==> config.mk <==
export PLATFORM = sky130hd
export DESIGN_NAME = cpu_top
export DESIGN_NICKNAME = d
export VERILOG_FILES = /design/src/cpu_bus_pkg.sv /design/src/cpu_isa_pkg.sv /design/src/cpu_top.sv /design/src/cpu_control.sv /design/src/cpu_io_master.sv /design/src/cpu_alu.sv /design/src/cpu_regfile.sv /design/src/cpu_fetch.sv
export VERILOG_INCLUDE_DIRS = /design/src
export SDC_FILE = /design/constraint.sdc
export NUM_CORES = 1
export LEC_CHECK = 0
export ABC_AREA = 1
export BUFFER_PORTS_ARGS = -buffer_cell sky130_fd_sc_hd__buf_2
export CAP_MARGIN = 20
export CORE_ASPECT_RATIO = 1.25
export CORE_MARGIN = 2
export CORE_UTILIZATION = 25
export CTS_BUF_LIST = sky130_fd_sc_hd__clkbuf_2 sky130_fd_sc_hd__clkbuf_4 sky130_fd_sc_hd__clkbuf_8
export DETAILED_ROUTE_END_ITERATION = 10
export MAX_ROUTING_LAYER = met4
export PLACE_DENSITY = 0.48
export SYNTH_ARGS = -nofsm -noshare
export SYNTH_HDL_FRONTEND = slang
export SYNTH_SLANG_ARGS = --single-unit
==> constraint.sdc <==
create_clock -name clk -period 22.1 [get_ports clk]
set_input_delay 5.525 -clock clk [delete_from_list [all_inputs] [get_ports clk]]
set_output_delay 5.525 -clock clk [all_outputs]
set_load 0.005 [all_outputs]
==> src/cpu_config.svh <==
`ifndef CPU_CONFIG_SVH
`define CPU_CONFIG_SVH

// data path and register width
`define CPU_DATA_W 16

// program counter width, also the instruction port address width
`define CPU_PC_W 10

// register index width, sixteen registers
`define CPU_REG_W 4

// wishbone address width
`define CPU_ADR_W 16

`endif
==> src/cpu_bus_pkg.sv <==
`include "cpu_config.svh"

package cpu_bus_pkg;

  // wishbone classic master to slave signals
  // stb always follows cyc in this design, no byte selects
  typedef struct packed {
    logic                  cyc;
    logic                  stb;
    logic                  we;
    logic [`CPU_ADR_W-1:0] adr;
    logic [`CPU_DATA_W-1:0] dat;
  } wb_req_t;

  // slave to master, no err or rty
  typedef struct packed {
    logic                   ack;
    logic [`CPU_DATA_W-1:0] dat;
  } wb_rsp_t;

endpackage

==> src/cpu_isa_pkg.sv <==
`include "cpu_config.svh"

package cpu_isa_pkg;

  // instruction opcodes, codes 12 to 14 are unused and decode as nop
  typedef enum logic [3:0] {
    NOP  = 4'h0,
    ADD  = 4'h1,
    SUB  = 4'h2,
    AND  = 4'h3,
    OR   = 4'h4,
    XOR  = 4'h5,
    LDI  = 4'h6,
    JMP  = 4'h7,
    JZ   = 4'h8,
    JNZ  = 4'h9,
    LD   = 4'ha,
    ST   = 4'hb,
    HALT = 4'hf
  } opcode_e;

  // alu operation select
  // ALU_IMM passes the sign-extended 8-bit immediate
  typedef enum logic [2:0] {
    ALU_ADD = 3'd0,
    ALU_SUB = 3'd1,
    ALU_AND = 3'd2,
    ALU_OR  = 3'd3,
    ALU_XOR = 3'd4,
    ALU_IMM = 3'd5
  } alu_op_e;

  // write-back source for the register file
  typedef enum logic {
    SRC_ALU = 1'b0,
    SRC_BUS = 1'b1
  } wb_src_e;

  // instruction word layout
  // ldi uses {ra, rb} as immediate, jumps use the low pc bits as target
  typedef struct packed {
    opcode_e               opcode;
    logic [`CPU_REG_W-1:0] rd;
    logic [`CPU_REG_W-1:0] ra;
    logic [`CPU_REG_W-1:0] rb;
  } instr_t;

  // control word from the decoder to the datapath
  typedef struct packed {
    logic    reg_we;
    wb_src_e wb_src;
    alu_op_e alu_op;
    logic    flag_load;
    logic    fetch_en;
    logic    branch_take;
    logic    bus_start;
    logic    bus_we;
  } ctrl_t;

endpackage

==> src/cpu_top.sv <==
`timescale 1ns/10ps
`include "cpu_config.svh"

module cpu_top
(
  input  logic                   clk,
  input  logic                   reset,
  input  logic [`CPU_DATA_W-1:0] instr_word,
  output logic [`CPU_PC_W-1:0]   iaddr,
  input  cpu_bus_pkg::wb_rsp_t   wb_rsp,
  output cpu_bus_pkg::wb_req_t   wb_req,
  output logic                   halted
);

  import cpu_isa_pkg::*;

  ctrl_t                  ctrl;
  instr_t                 instr;
  logic                   zero;
  logic                   bus_done;
  logic [`CPU_DATA_W-1:0] rd1;
  logic [`CPU_DATA_W-1:0] rd2;
  logic [`CPU_DATA_W-1:0] alu_y;
  logic [`CPU_DATA_W-1:0] rdata;

  // decoder and state machine
  cpu_control u_control (
    .clk      (clk),
    .reset    (reset),
    .instr    (instr),
    .zero     (zero),
    .bus_done (bus_done),
    .ctrl     (ctrl),
    .halted   (halted)
  );

  // pc and instruction register
  cpu_fetch u_fetch (
    .clk         (clk),
    .reset       (reset),
    .fetch_en    (ctrl.fetch_en),
    .branch_take (ctrl.branch_take),
    .instr_word  (instr_word),
    .iaddr       (iaddr),
    .instr       (instr)
  );

  cpu_regfile u_regfile (
    .clk   (clk),
    .reset (reset),
    .instr (instr),
    .ctrl  (ctrl),
    .alu_y (alu_y),
    .rdata (rdata),
    .rd1   (rd1),
    .rd2   (rd2)
  );

  cpu_alu u_alu (
    .clk   (clk),
    .reset (reset),
    .instr (instr),
    .ctrl  (ctrl),
    .a     (rd1),
    .b     (rd2),
    .y     (alu_y),
    .zero  (zero)
  );

  // rb holds the address, ra the store data
  cpu_io_master u_io_master (
    .clk      (clk),
    .reset    (reset),
    .ctrl     (ctrl),
    .adr      (rd2),
    .wdata    (rd1),
    .wb_rsp   (wb_rsp),
    .wb_req   (wb_req),
    .rdata    (rdata),
    .bus_done (bus_done)
  );

endmodule

==> src/cpu_control.sv <==
`timescale 1ns/10ps

module cpu_control
(
  input  logic                clk,
  input  logic                reset,
  input  cpu_isa_pkg::instr_t instr,
  input  logic                zero,
  input  logic                bus_done,
  output cpu_isa_pkg::ctrl_t  ctrl,
  output logic                halted
);

  import cpu_isa_pkg::*;

  typedef enum logic [1:0] {
    FETCH   = 2'd0,
    EXECUTE = 2'd1,
    BUS     = 2'd2,
    HALTED  = 2'd3
  } state_e;

  state_e  state;
  state_e  state_nxt;
  alu_op_e alu_sel;

  // opcode to alu operation, only used when an enable is set
  always_comb
  begin
    case (instr.opcode)
      SUB:
        alu_sel = ALU_SUB;
      AND:
        alu_sel = ALU_AND;
      OR:
        alu_sel = ALU_OR;
      XOR:
        alu_sel = ALU_XOR;
      LDI:
        alu_sel = ALU_IMM;
      default:
        alu_sel = ALU_ADD;
    endcase
  end

  // decoder and next state
  always_comb
  begin
    ctrl.reg_we      = 1'b0;
    ctrl.wb_src      = SRC_ALU;
    ctrl.alu_op      = alu_sel;
    ctrl.flag_load   = 1'b0;
    ctrl.fetch_en    = 1'b0;
    ctrl.branch_take = 1'b0;
    ctrl.bus_start   = 1'b0;
    ctrl.bus_we      = 1'b0;
    state_nxt        = state;

    case (state)
      FETCH:
      begin
        // instruction register loads and pc increments
        ctrl.fetch_en = 1'b1;
        state_nxt     = EXECUTE;
      end
      EXECUTE:
      begin
        state_nxt = FETCH;
        case (instr.opcode)
          ADD, SUB, AND, OR, XOR:
          begin
            ctrl.reg_we    = 1'b1;
            ctrl.flag_load = 1'b1;
          end
          // immediate load, flag untouched
          LDI:
            ctrl.reg_we = 1'b1;
          JMP:
            ctrl.branch_take = 1'b1;
          JZ:
            ctrl.branch_take = zero;
          JNZ:
            ctrl.branch_take = !zero;
          LD:
          begin
            ctrl.bus_start = 1'b1;
            state_nxt      = BUS;
          end
          ST:
          begin
            ctrl.bus_start = 1'b1;
            ctrl.bus_we    = 1'b1;
            state_nxt      = BUS;
          end
          HALT:
            state_nxt = HALTED;
          // nop and unused codes
          default:
            state_nxt = FETCH;
        endcase
      end
      BUS:
      begin
        // stall until the master reports completion
        if (bus_done)
        begin
          state_nxt = FETCH;
          if (instr.opcode == LD)
          begin
            ctrl.reg_we = 1'b1;
            ctrl.wb_src = SRC_BUS;
          end
        end
      end
      // halted is terminal until reset
      default:
        state_nxt = HALTED;
    endcase
  end

  always_ff @(posedge clk or posedge reset)
  begin
    if (reset)
      state <= FETCH;
    else
      state <= state_nxt;
  end

  assign halted = (state == HALTED);

  // write-back and fetch never share a cycle
  a_we_fetch: assert property (@(posedge clk) disable iff (reset)
    !(ctrl.reg_we && ctrl.fetch_en));

  // a bus request starts from execute and always hands over to bus
  a_bus_start: assert property (@(posedge clk) disable iff (reset)
    ctrl.bus_start |-> (state == EXECUTE) ##1 (state == BUS));

endmodule

==> src/cpu_io_master.sv <==
`timescale 1ns/10ps
`include "cpu_config.svh"

module cpu_io_master
(
  input  logic                   clk,
  input  logic                   reset,
  input  cpu_isa_pkg::ctrl_t     ctrl,
  input  logic [`CPU_ADR_W-1:0]  adr,
  input  logic [`CPU_DATA_W-1:0] wdata,
  input  cpu_bus_pkg::wb_rsp_t   wb_rsp,
  output cpu_bus_pkg::wb_req_t   wb_req,
  output logic [`CPU_DATA_W-1:0] rdata,
  output logic                   bus_done
);

  logic                   cyc_q;
  logic                   stb_q;
  logic                   we_q;
  logic                   done_q;
  logic [`CPU_ADR_W-1:0]  adr_q;
  logic [`CPU_DATA_W-1:0] dat_q;
  logic [`CPU_DATA_W-1:0] rdata_q;
  logic                   ack_seen;

  // the slave ends the cycle with ack while we are active
  assign ack_seen = cyc_q && wb_rsp.ack;

  // cycle control
  always_ff @(posedge clk or posedge reset)
  begin
    if (reset)
    begin
      cyc_q  <= 1'b0;
      stb_q  <= 1'b0;
      we_q   <= 1'b0;
      done_q <= 1'b0;
    end
    else
    begin
      // done is a single cycle pulse after the ack edge
      done_q <= ack_seen;
      if (ctrl.bus_start)
      begin
        cyc_q <= 1'b1;
        stb_q <= 1'b1;
        we_q  <= ctrl.bus_we;
      end
      else if (ack_seen)
      begin
        cyc_q <= 1'b0;
        stb_q <= 1'b0;
        we_q  <= 1'b0;
      end
    end
  end

  // request payload, held from bus_start to ack
  always_ff @(posedge clk)
  begin
    if (ctrl.bus_start)
    begin
      adr_q <= adr;
      dat_q <= wdata;
    end
    // read data captured on the ack edge
    if (ack_seen && !we_q)
      rdata_q <= wb_rsp.dat;
  end

  // single transfer per cycle, strobe raised and dropped with the cycle
  assign wb_req = '{cyc: cyc_q, stb: stb_q, we: we_q, adr: adr_q, dat: dat_q};

  assign rdata    = rdata_q;
  assign bus_done = done_q;

  a_stb_cyc: assert property (@(posedge clk) disable iff (reset)
    wb_req.stb |-> wb_req.cyc);

  // classic handshake, nothing moves until the slave acks
  a_req_stable: assert property (@(posedge clk) disable iff (reset)
    (wb_req.stb && !wb_rsp.ack) |=> $stable(wb_req));

endmodule

==> src/cpu_alu.sv <==
`timescale 1ns/10ps
`include "cpu_config.svh"

module cpu_alu
(
  input  logic                   clk,
  input  logic                   reset,
  input  cpu_isa_pkg::instr_t    instr,
  input  cpu_isa_pkg::ctrl_t     ctrl,
  input  logic [`CPU_DATA_W-1:0] a,
  input  logic [`CPU_DATA_W-1:0] b,
  output logic [`CPU_DATA_W-1:0] y,
  output logic                   zero
);

  import cpu_isa_pkg::*;

  logic [7:0]             imm;
  logic [`CPU_DATA_W-1:0] imm_ext;

  // ldi immediate is the low byte of the instruction
  assign imm     = {instr.ra, instr.rb};
  assign imm_ext = {{(`CPU_DATA_W-8){imm[7]}}, imm};

  // result, arithmetic wraps at the data width
  always_comb
  begin
    unique case (ctrl.alu_op)
      ALU_ADD:
        y = a + b;
      ALU_SUB:
        y = a - b;
      ALU_AND:
        y = a & b;
      ALU_OR:
        y = a | b;
      ALU_XOR:
        y = a ^ b;
      ALU_IMM:
        y = imm_ext;
      default:
        y = '0;
    endcase
  end

  // zero flag flip-flop with load enable
  // only alu ops load it, ldi leaves it alone
  always_ff @(posedge clk or posedge reset)
  begin
    if (reset)
      zero <= 1'b0;
    else if (ctrl.flag_load)
      zero <= (y == '0);
  end

endmodule

==> src/cpu_regfile.sv <==
`timescale 1ns/10ps
`include "cpu_config.svh"

module cpu_regfile
(
  input  logic                   clk,
  input  logic                   reset,
  input  cpu_isa_pkg::instr_t    instr,
  input  cpu_isa_pkg::ctrl_t     ctrl,
  input  logic [`CPU_DATA_W-1:0] alu_y,
  input  logic [`CPU_DATA_W-1:0] rdata,
  output logic [`CPU_DATA_W-1:0] rd1,
  output logic [`CPU_DATA_W-1:0] rd2
);

  import cpu_isa_pkg::*;

  localparam int NREGS = 1 << `CPU_REG_W;

  logic [`CPU_DATA_W-1:0] regs [0:NREGS-1];
  logic [`CPU_DATA_W-1:0] wdata;

  // write-back source, load data or alu result
  assign wdata = (ctrl.wb_src == SRC_BUS) ? rdata : alu_y;

  // single synchronous write port, r0 is never written
  always_ff @(posedge clk or posedge reset)
  begin
    if (reset)
    begin
      for (int i = 0; i < NREGS; i++)
        regs[i] <= '0;
    end
    else if (ctrl.reg_we && instr.rd != '0)
      regs[instr.rd] <= wdata;
  end

  // two combinational read ports
  // rd1 is operand a and store data, rd2 is operand b and bus address
  assign rd1 = (instr.ra != '0) ? regs[instr.ra] : '0;
  assign rd2 = (instr.rb != '0) ? regs[instr.rb] : '0;

  // a write must come from a fully known instruction
  a_we_known: assert property (@(posedge clk) disable iff (reset)
    ctrl.reg_we |-> !$isunknown(instr));

endmodule

==> src/cpu_fetch.sv <==
`timescale 1ns/10ps
`include "cpu_config.svh"

module cpu_fetch
(
  input  logic                   clk,
  input  logic                   reset,
  input  logic                   fetch_en,
  input  logic                   branch_take,
  input  logic [`CPU_DATA_W-1:0] instr_word,
  output logic [`CPU_PC_W-1:0]   iaddr,
  output cpu_isa_pkg::instr_t    instr
);

  import cpu_isa_pkg::*;

  logic [`CPU_PC_W-1:0] pc;
  logic [`CPU_PC_W-1:0] pc_inc;
  logic [`CPU_PC_W-1:0] pc_target;
  logic [`CPU_PC_W-1:0] pc_nxt;
  instr_t               ir;

  // pc adder, wraps at the top of the program space
  assign pc_inc = pc + 1'b1;

  // jump target sits in the low bits of the held instruction
  assign pc_target = ir[`CPU_PC_W-1:0];

  // a taken branch only happens in execute, fetch_en only in fetch
  // so the target simply wins over the increment
  always_comb
  begin
    pc_nxt = pc;
    if (fetch_en)
      pc_nxt = pc_inc;
    if (branch_take)
      pc_nxt = pc_target;
  end

  always_ff @(posedge clk or posedge reset)
  begin
    if (reset)
    begin
      pc <= '0;
      // start from a nop so the decoder sees a harmless word
      ir <= '{opcode: NOP, rd: '0, ra: '0, rb: '0};
    end
    else
    begin
      pc <= pc_nxt;
      // instruction port answers in the same cycle
      if (fetch_en)
        ir <= instr_t'(instr_word);
    end
  end

  assign iaddr = pc;
  assign instr = ir;

endmodule

==> run_results.csv, run 1 <==
group,metric,value,unit
outcome,outcome,"complete, no violations",
cells_and_area,drive_gt1_frac,0.103,
worst_hold_path,hp-class,"reg2reg",
clocking,hold_buffers,0,
worst_setup_path,cp_common_cell,"buf_4",
worst_setup_path,arrival,7.99,ns
cells_and_area,final_nets,2820,
timing,post-route-min-period,7.31,ns
clocking,cts_tree,"built",
cells_and_area,fillers,8783,
global_route,grt_pass1_wl,108,mm
logic_synthesis,postSynthAreaPerCell,7.30,sq um
clocking,cts-root-buf,"clkbuf_8",
timing,hold_viol,0,
floorplanning,num_rows,115,
routing,drt_iter0_drc,1512,
clocking,cts.clk_slew.worst_paths,0.06,ns
logic_synthesis,ys_ff_latch,336,
global_route,grt_usage,0.175,
worst_setup_path,reg2reg_slack,15.79,ns
clocking,cts_setup_buffers,0,
timing,final_max_slew_viol_count,0,
placed_design,placed_cells,3724,
clocking,clkSinkCount,336,
routing,firstDrtPassIters,5,
timing,rsz0062_at_grt,"no",
clocking,ctsResizeCount,0,
global_route,grt_max_degree,101,
logic_synthesis,yosysSeqAreaShare,0.433,
routing,wl_per_cell,18.3,um
timing,fin_crit_sh,0.331,
clocking,cts_made_buffers,57,
clocking,htree_num_levels,2,
routing,num_vias,18000,
routing,drtAntennaViolNets,0,
worst_setup_path,cp_max_fo,100,
timing,final.setup.tns,0,ns
logic_synthesis,ys_warn_count,0,
routing,drc,0,
worst_setup_path,cp-start-kind,"primary input",
floorplanning,fp.dieW,257,um
worst_setup_path,cpPeakStageDelay,0.83,ns
floorplanning,core-area,78900,sq um
global_route,antenna_found_initial,1,
timing,fin_skew,0.0281,ns
floorplanning,dieArea,82100,sq um
cells_and_area,layout_common_cells,"nand2_1, o21ai_0, inv_1",
worst_setup_path,end_kind,"async pin",
placed_design,place.gp.congestion,0.861,
cells_and_area,area_growth,13.1,%
clocking,clock_tree.buffer_depth,3,
worst_setup_path,crit_chain,"buf_2, inv_8, buf_4, buf_4",
timing,max_clock_freq,0.137,GHz
worst_setup_path,crit_path_top_delay_cell,"buf_4",
floorplanning,initial_core_util,0.253,
timing,hold_ws,0.393,ns
global_route,grt_overflow,0,
timing,setup_violations,0,
timing,worst-slew-pin-transition,1.05,ns
flow_run,cap_violations,0,
logic_synthesis,postSynthCellCount,2736,
worst_setup_path,required,22.78,ns
worst_setup_path,path_buf_inv,4,
worst_setup_path,crit_family,"buffers and inverters",
logic_synthesis,synth.distinct_cells,43,
logic_synthesis,synth_nets,2825,
cells_and_area,instances_no_fill,3834,
timing,maxSlewHeadroom,0.300,
placed_design,place_hpwl,45.7,mm
worst_setup_path,critPathKind,"in2async",
floorplanning,num_io_pins,81,
global_route,grt_pass1_vias,17700,
logic_synthesis,syn_area,20000,sq um
placed_design,port_buffers,80,
floorplanning,die_height,320,um
routing,drt-total-wl,70.2,mm
routing,avgViaCountPerCell,4.69,
clocking,insertion_delay,0.68,ns
cells_and_area,layout_commonest_cell,"nand2_1",
-- worst paths after layout --
path / start / end / depth (start not counted)
hold reg to reg: u_regfile.regs[242] / u_regfile.regs[242] / 0
hold / removal: u_regfile.regs[242] / u_regfile.regs[242] / 0
max in group clk: u_control.state[0] / halted / 2
min in group asynchronous: reset / u_fetch.iaddr[7] / 2
setup / recovery: reset / u_regfile.regs[21] / 4
setup reg to reg: u_fetch.instr[0] / u_regfile.regs[77] / 28
-- per-layer routing --
metal  wire length (um)  global-route usage  up-vias
met1              30800               0.217     8493
li1                   -                   -     8892
met5                  0                   -        -
met2              33600               0.292      463
met4               2860              0.0714        0
met3               2940              0.0182      144
-- Yosys cell counts (all sizes together) --
library cell	number	area (sq um)
o22ai	6	37.5
o21ai	435	2180
nand4	8	50.1
o311ai	1	8.76
nor4	3	33.8
o211ai	42	315
or2	11	68.8
xor2	16	140
xnor2	7	61.3
a21oi	153	769
a211oi	9	67.6
inv	322	1210
fa	1	20.0
a22oi	1	7.51
o21bai	3	22.5
ha	53	663
nor3	17	90.1
clkinv	4	15.0
clkbuf	125	469
a31oi	3	18.8
edfxtp	48	1440
nor2	152	581
a221oi	4	35.0
buf	71	457
dfrtp	288	7210
a22o	7	61.3
o221ai	3	26.3
nand3	229	1210
nand2	714	2690
-- cell type report --
| cell class | instances | area, sq um | share of cell area |
|---|---|---|---|
| antenna | 2 | 5.00 | 0.000222 |
| sequential | 336 | 8660 | 0.384 |
| inverter | 326 | 1230 | 0.0546 |
| multi-input combinational | 1878 | 9180 | 0.407 |
| clock inverter | 17 | 244 | 0.0108 |
| timing repair buffer | 132 | 791 | 0.0350 |
| tap | 1053 | 1320 | 0.0583 |
| clock buffer | 90 | 1140 | 0.0507 |
-- stage by stage --
stage,setup WS [ns],cell area [sq um],utilization
finish,14.79,22600,0.286
global route,14.39,22600,0.286
CTS,14.69,22600,0.286
detailed placement,13.96,21200,0.269
global placement,14.00,21200,0.269
floorplan,8.63,20000,-
-- sequential cells by signal, summed over array words and instances (netlist names) --
| register | cells |
|---|---|
| u_regfile.regs | 256 |
| u_fetch.instr | 16 |
| u_io_master.adr_q | 16 |
| u_io_master.dat_q | 16 |
| u_io_master.rdata | 16 |
| u_fetch.iaddr | 10 |
| u_control.state | 2 |
| u_alu.zero | 1 |
| u_io_master.bus_done | 1 |
| u_io_master.cyc_q | 1 |
| u_io_master.we_q | 1 |
-- cell families (layout without fill, tap and decap cells) --
family / after synthesis / after routing / share of synthesized area
simple gates: 1134 / 1134 / 0.237
compound gates: 667 / 667 / 0.178
buf+inv: 522 / 565 / 0.108
xor+xnor: 23 / 23 / 0.0101
other cells: 0 / 2 / 0
flops: 336 / 336 / 0.433
fa+ha+maj: 54 / 54 / 0.0342
Power of run 1 is left out: the tool's default activity adds up to more than one toggle a clock period on the data nets, which glitch-free logic cannot reach.
==> run 2, diff against run 1 <==
==> constraint.sdc (replaced) <==
create_clock -name clk -period 6.78 [get_ports clk]
set_input_delay 1.695 -clock clk [delete_from_list [all_inputs] [get_ports clk]]
set_output_delay 1.695 -clock clk [all_outputs]
set_load 0.005 [all_outputs]
==> run 2 against run 1 <==
  * Worst setup slack worse by 14 ns
  * Critical endpoint is now u_regfile.regs[93]
  * Sequential cell count stayed put
  * Clock skew is 0.0092 ns higher
  * Non-clock buffer count is 10 higher
  * Largest cell class unchanged
  * Core utilization hardly changed
  * First-iteration DRC count is 14% higher
  * Highest routed layer unchanged
  * Design area is 0.15% higher
  * Register-to-register slack worse by 15 ns
  * Worst hold slack better by 0.0073 ns
==> run_results.csv, run 2 (same netlist as run 1, synthesis figures left out) <==
group,metric,value,unit
routing,wl_per_cell,18.5,um
floorplanning,num_io_pins,81,
timing,fin_skew,0.0373,ns
worst_setup_path,reg2reg_slack,1.14,ns
cells_and_area,area_growth,13.3,%
clocking,cts_made_buffers,58,
cells_and_area,fillers,8692,
timing,hold_viol,0,
global_route,grt_pass1_vias,17700,
worst_setup_path,path_buf_inv,4,
worst_setup_path,arrival,6.17,ns
worst_setup_path,cp_common_cell,"nand2_1",
routing,drt_iter0_drc,1723,
timing,final_max_slew_viol_count,0,
worst_setup_path,cp.depth,27,
timing,worst-slew-pin-transition,1.03,ns
clocking,clkSinkCount,336,
clocking,cts.clk_slew.worst_paths,0.07,ns
global_route,grt_overflow,0,
worst_setup_path,critPathKind,"reg2reg",
worst_setup_path,end_kind,"flop",
placed_design,place_hpwl,47.1,mm
floorplanning,initial_core_util,0.253,
routing,avgViaCountPerCell,4.71,
floorplanning,die_height,320,um
worst_setup_path,ff2ff_path_depth,27,
clocking,cts_tree,"built",
placed_design,port_buffers,80,
cells_and_area,multi_input_area,9180,sq um
routing,drtAntennaViolNets,0,
worst_setup_path,r2r-end,"u_regfile.regs[93]",
cells_and_area,largest_register,"u_regfile.regs",
worst_setup_path,cp-start-kind,"flop",
clocking,htree_num_levels,2,
timing,setup_violations,0,
flow_run,cap_violations,0,
timing,maxSlewHeadroom,0.315,
clocking,insertion_delay,0.70,ns
timing,final.setup.tns,0,ns
worst_setup_path,cp_max_fo,61,
cells_and_area,drive_gt1_frac,0.104,
global_route,grt_usage,0.177,
worst_setup_path,endpoint,"u_regfile.regs[93]",
worst_setup_path,crit_family,"simple AND/OR/NAND/NOR gates",
worst_setup_path,cpPeakStageDelay,0.74,ns
clocking,hold_buffers,0,
floorplanning,num_rows,115,
timing,post-route-min-period,5.64,ns
worst_setup_path,crit_path_top_delay_cell,"nor4_1",
timing,fin_crit_sh,0.832,
floorplanning,dieArea,82100,sq um
routing,num_vias,18100,
timing,max_clock_freq,0.177,GHz
worst_setup_path,required,7.31,ns
placed_design,place.gp.congestion,0.894,
global_route,grt_pass1_wl,110,mm
timing,rsz0062_at_grt,"no",
outcome,outcome,"complete, no violations",
clocking,cts_setup_buffers,0,
cells_and_area,layout_commonest_cell,"nand2_1",
worst_setup_path,startpoint,"u_fetch.instr[0]",
worst_setup_path,regToRegStartpoint,"u_fetch.instr[0]",
cells_and_area,seqCellArea,8660,sq um
floorplanning,fp.dieW,257,um
worst_hold_path,hp-class,"reg2reg",
cells_and_area,final_nets,2831,
clocking,ctsResizeCount,0,
global_route,grt_max_degree,140,
global_route,antenna_found_initial,1,
cells_and_area,largest_reg_flops,256,
clocking,clock_tree.buffer_depth,3,
routing,drt-total-wl,71.0,mm
cells_and_area,layout_common_cells,"nand2_1, o21ai_0, inv_1",
routing,drc,0,
routing,firstDrtPassIters,6,
clocking,cts-root-buf,"clkbuf_8",
floorplanning,core-area,78900,sq um
-- run 2: per-stage QoR --
stage | cells | worst slack (ns) | util | area [sq um] | hold WS (ns)
after floorplan | 2736 | 1.27 | - | 20000 | 0.440
after global placement | 3731 | 1.10 | 0.270 | 21300 | 0.388
after detailed placement | 3733 | 1.13 | 0.270 | 21300 | 0.387
after CTS | 3839 | 1.12 | 0.286 | 22600 | 0.401
after global routing | 3842 | 0.586 | 0.287 | 22600 | 0.407
final | 3843 | 1.14 | 0.287 | 22600 | 0.400
-- run 2: area by class of cell --
| type | count | share of cell area |
|---|---|---|
| inverter | 326 | 0.0544 |
| clock buffer | 87 | 0.0482 |
| antenna | 2 | 0.000221 |
| multi-input combinational | 1878 | 0.406 |
| clock inverter | 19 | 0.00774 |
| sequential | 336 | 0.383 |
| timing repair buffer | 142 | 0.0423 |
| tap | 1053 | 0.0583 |
-- run 2: worst min path at each step --
stage | from | to | slack [ns] | cells past startpoint
global route | u_regfile.regs[245] | u_regfile.regs[245] | 0.41 | 0
detailed placement | u_regfile.regs[248] | u_regfile.regs[248] | 0.39 | 0
finish | u_regfile.regs[244] | u_regfile.regs[244] | 0.40 | 0
global placement | u_regfile.regs[242] | u_regfile.regs[242] | 0.39 | 0
floorplan | u_regfile.regs[255] | u_regfile.regs[255] | 0.44 | 1
CTS | u_regfile.regs[255] | u_regfile.regs[255] | 0.40 | 0
-- run 2: worst register-to-register path: stages (launching register included) --
cell,delay (ns)
dfrtp_4,0.58
inv_4,0.59
nand2_1,0.18
nand3_1,0.10
nand3_1,0.09
nand3_1,0.13
nand2_1,0.09
nand2_1,0.20
inv_1,0.11
nor4_1,0.74
nand2_1,0.20
o21ai_0,0.25
xor2_1,0.16
inv_1,0.06
ha_1,0.35
nand2_1,0.09
nor2_1,0.12
o21ai_0,0.11
nand3_1,0.16
nand2_1,0.07
nand2_1,0.12
a21oi_1,0.09
or2_2,0.28
nand3_1,0.10
nand3_1,0.09
o21ai_1,0.11
buf_4,0.23
o21ai_0,0.11
-- run 2: per-layer routing --
layer	vias to the layer above	GRT usage	routed length, um
met2	441	0.306	35200
met1	8598	0.213	30500
met5	-	-	0
met3	128	0.0198	2880
li1	8917	-	-
met4	0	0.0646	2430
Power of run 2 is left out for the same reason.
==> run 3, diff against run 2 <==
==> constraint.sdc (replaced) <==
create_clock -name clk -period 5.52 [get_ports clk]
set_input_delay 1.38 -clock clk [delete_from_list [all_inputs] [get_ports clk]]
set_output_delay 1.38 -clock clk [all_outputs]
set_load 0.005 [all_outputs]
==> run 3 against run 2 <==
  * Sequential cell count did not move
  * Critical path depth decreased by 2
  * Routed wire length increased by 1.6%
  * Sequential share of layout area shrank 0.28 points
  * Maximum frequency grew 13%
  * Register-to-register slack worse by 0.63 ns
  * Largest cell class unchanged
  * First-iteration DRC count down 13%
  * Critical endpoint is now u_regfile.regs[15]
  * Worst hold slack lost 0.0011 ns
  * Via count grew 0.97%
  * Non-clock buffer count grew 16
  * Clock skew rose by 0.00083 ns
==> run_results.csv, run 3 (same netlist as run 1, synthesis figures left out) <==
group,metric,value,unit
routing,wl_met2,34.8,mm
timing,rsz0062_at_grt,"no",
worst_hold_path,hold-path-cell-count,0,
cells_and_area,largest_register,"u_regfile.regs",
timing,fin_crit_sh,0.909,
floorplanning,die_height,320,um
floorplanning,fp.dieW,257,um
clocking,cts.clk_slew.worst_paths,0.07,ns
worst_setup_path,cp-start-kind,"flop",
floorplanning,core-area,78900,sq um
worst_hold_path,hp-class,"reg2reg",
worst_setup_path,regToRegStartpoint,"u_fetch.instr[0]",
worst_setup_path,ff2ff_path_depth,25,
clocking,cts_tree,"built",
clocking,ctsResizeCount,0,
clocking,hold_buffers,0,
routing,wl_met3,3.22,mm
global_route,grt_usage,0.180,
timing,post-route-min-period,5.02,ns
worst_setup_path,cp_max_fo,44,
worst_setup_path,critPathKind,"reg2reg",
timing,max_clock_freq,0.199,GHz
cells_and_area,layout_commonest_cell,"nand2_1",
global_route,grt_overflow,0,
worst_setup_path,required,6.10,ns
routing,wl_met1,31.5,mm
cells_and_area,drive_gt1_frac,0.111,
clocking,cts_made_buffers,57,
global_route,grt_pass1_vias,18000,
clocking,cts-root-buf,"clkbuf_8",
routing,firstDrtPassIters,5,
cells_and_area,final_nets,2846,
clocking,clock_tree.buffer_depth,3,
routing,num_vias,18300,
floorplanning,num_rows,115,
clocking,cts_setup_buffers,0,
global_route,grt_max_degree,123,
floorplanning,initial_core_util,0.253,
routing,wl_per_cell,18.7,um
clocking,insertion_delay,0.70,ns
routing,top_layer_used,"met4",
worst_setup_path,end_kind,"flop",
timing,fin_skew,0.0381,ns
worst_setup_path,startpoint,"u_fetch.instr[0]",
cells_and_area,largest_reg_flops,256,
timing,final_max_slew_viol_count,0,
cells_and_area,fillers,8797,
timing,final.setup.tns,0,ns
routing,drt_iter0_drc,1503,
timing,setup_violations,0,
timing,hold_viol,0,
global_route,antenna_found_initial,1,
routing,avgViaCountPerCell,4.73,
worst_setup_path,arrival,5.60,ns
outcome,outcome,"complete, no violations",
timing,maxSlewHeadroom,0.320,
worst_setup_path,reg2reg_slack,0.50,ns
timing,worst-slew-pin-transition,1.01,ns
routing,drc,0,
clocking,clkSinkCount,336,
global_route,grt_pass1_wl,111,mm
cells_and_area,area_growth,14.1,%
routing,drtAntennaViolNets,0,
routing,drt-total-wl,72.2,mm
clocking,htree_num_levels,2,
floorplanning,dieArea,82100,sq um
placed_design,place.gp.congestion,0.883,
placed_design,place_hpwl,49.1,mm
cells_and_area,layout_common_cells,"nand2_1, o21ai_0, inv_1",
worst_setup_path,r2r-end,"u_regfile.regs[15]",
floorplanning,num_io_pins,81,
worst_setup_path,endpoint,"u_regfile.regs[15]",
placed_design,port_buffers,80,
flow_run,cap_violations,0,
run 3: changes by cell type in the layout (fill, tap and decap cells not counted), moves of 2 or more:
cell,before,now
clkinv_2,8,14
clkbuf_4,17,13
clkinv_1,8,4
buf_12,4,9
buf_4,56,69
buf_16,2,0
run 3: final cells by class:
type / count / area (sq um) / area share
Clock buffer: 84 / 1070 / 0.0472
Clock inverter: 23 / 228 / 0.00999
Antenna cell: 1 / 2.50 / 0.000110
Multi-Input combinational cell: 1878 / 9170 / 0.402
Tap cell: 1053 / 1320 / 0.0578
Timing Repair Buffer: 158 / 1100 / 0.0482
Sequential cell: 336 / 8660 / 0.380
Inverter: 326 / 1230 / 0.0540
run 3: how the worst min path moves through the flow:
stage,to,startpoint,slack [ns]
3_5_place_dp,u_regfile.regs[247],u_regfile.regs[247],0.39
5_1_grt,u_regfile.regs[250],u_regfile.regs[250],0.41
3_3_place_gp,u_regfile.regs[241],u_regfile.regs[241],0.39
6_report,u_regfile.regs[251],u_regfile.regs[251],0.40
2_1_floorplan,u_regfile.regs[255],u_regfile.regs[255],0.44
4_1_cts,u_regfile.regs[247],u_regfile.regs[247],0.40
run 3: per-layer routing:
metal | vias up | track usage
li1 | 8945 | -
met1 | 8696 | 0.222
met2 | 490 | 0.300
met3 | 128 | 0.0212
met4 | 0 | 0.0680
met5 | - | -
run 3: worst max-delay path, cell delays in order, from the launching register on:
cell and delay [ns]:
dfrtp_4 0.52, inv_4 0.43, buf_4 0.31, buf_4 0.21
nand2_1 0.07, nand3_1 0.06, nand3_1 0.09, nand3_1 0.23
nand2_1 0.08, nand2_1 0.16, inv_1 0.13, nor3_1 0.33
nand2_1 0.10, o21ai_0 0.47, xor2_1 0.20, inv_1 0.06
ha_1 0.29, inv_1 0.07, nor3_1 0.22, a21oi_1 0.14
inv_1 0.07, nand3_1 0.09, nand3_2 0.11, nand3_4 0.25
nand3_1 0.16, nand2_1 0.06
run 3: stage by stage:
step	area, sq um	instances	hold slack [ns]	utilization	setup slack, ns
6_report	22800	3859	0.399	0.289	0.503
5_1_grt	22800	3859	0.406	0.289	0.0555
4_1_cts	22800	3857	0.400	0.289	0.399
3_5_place_dp	21500	3750	0.385	0.272	0.415
3_3_place_gp	21500	3750	0.385	0.272	0.404
2_1_floorplan	20000	2736	0.440	-	0.321
Power of run 3 is left out for the same reason.
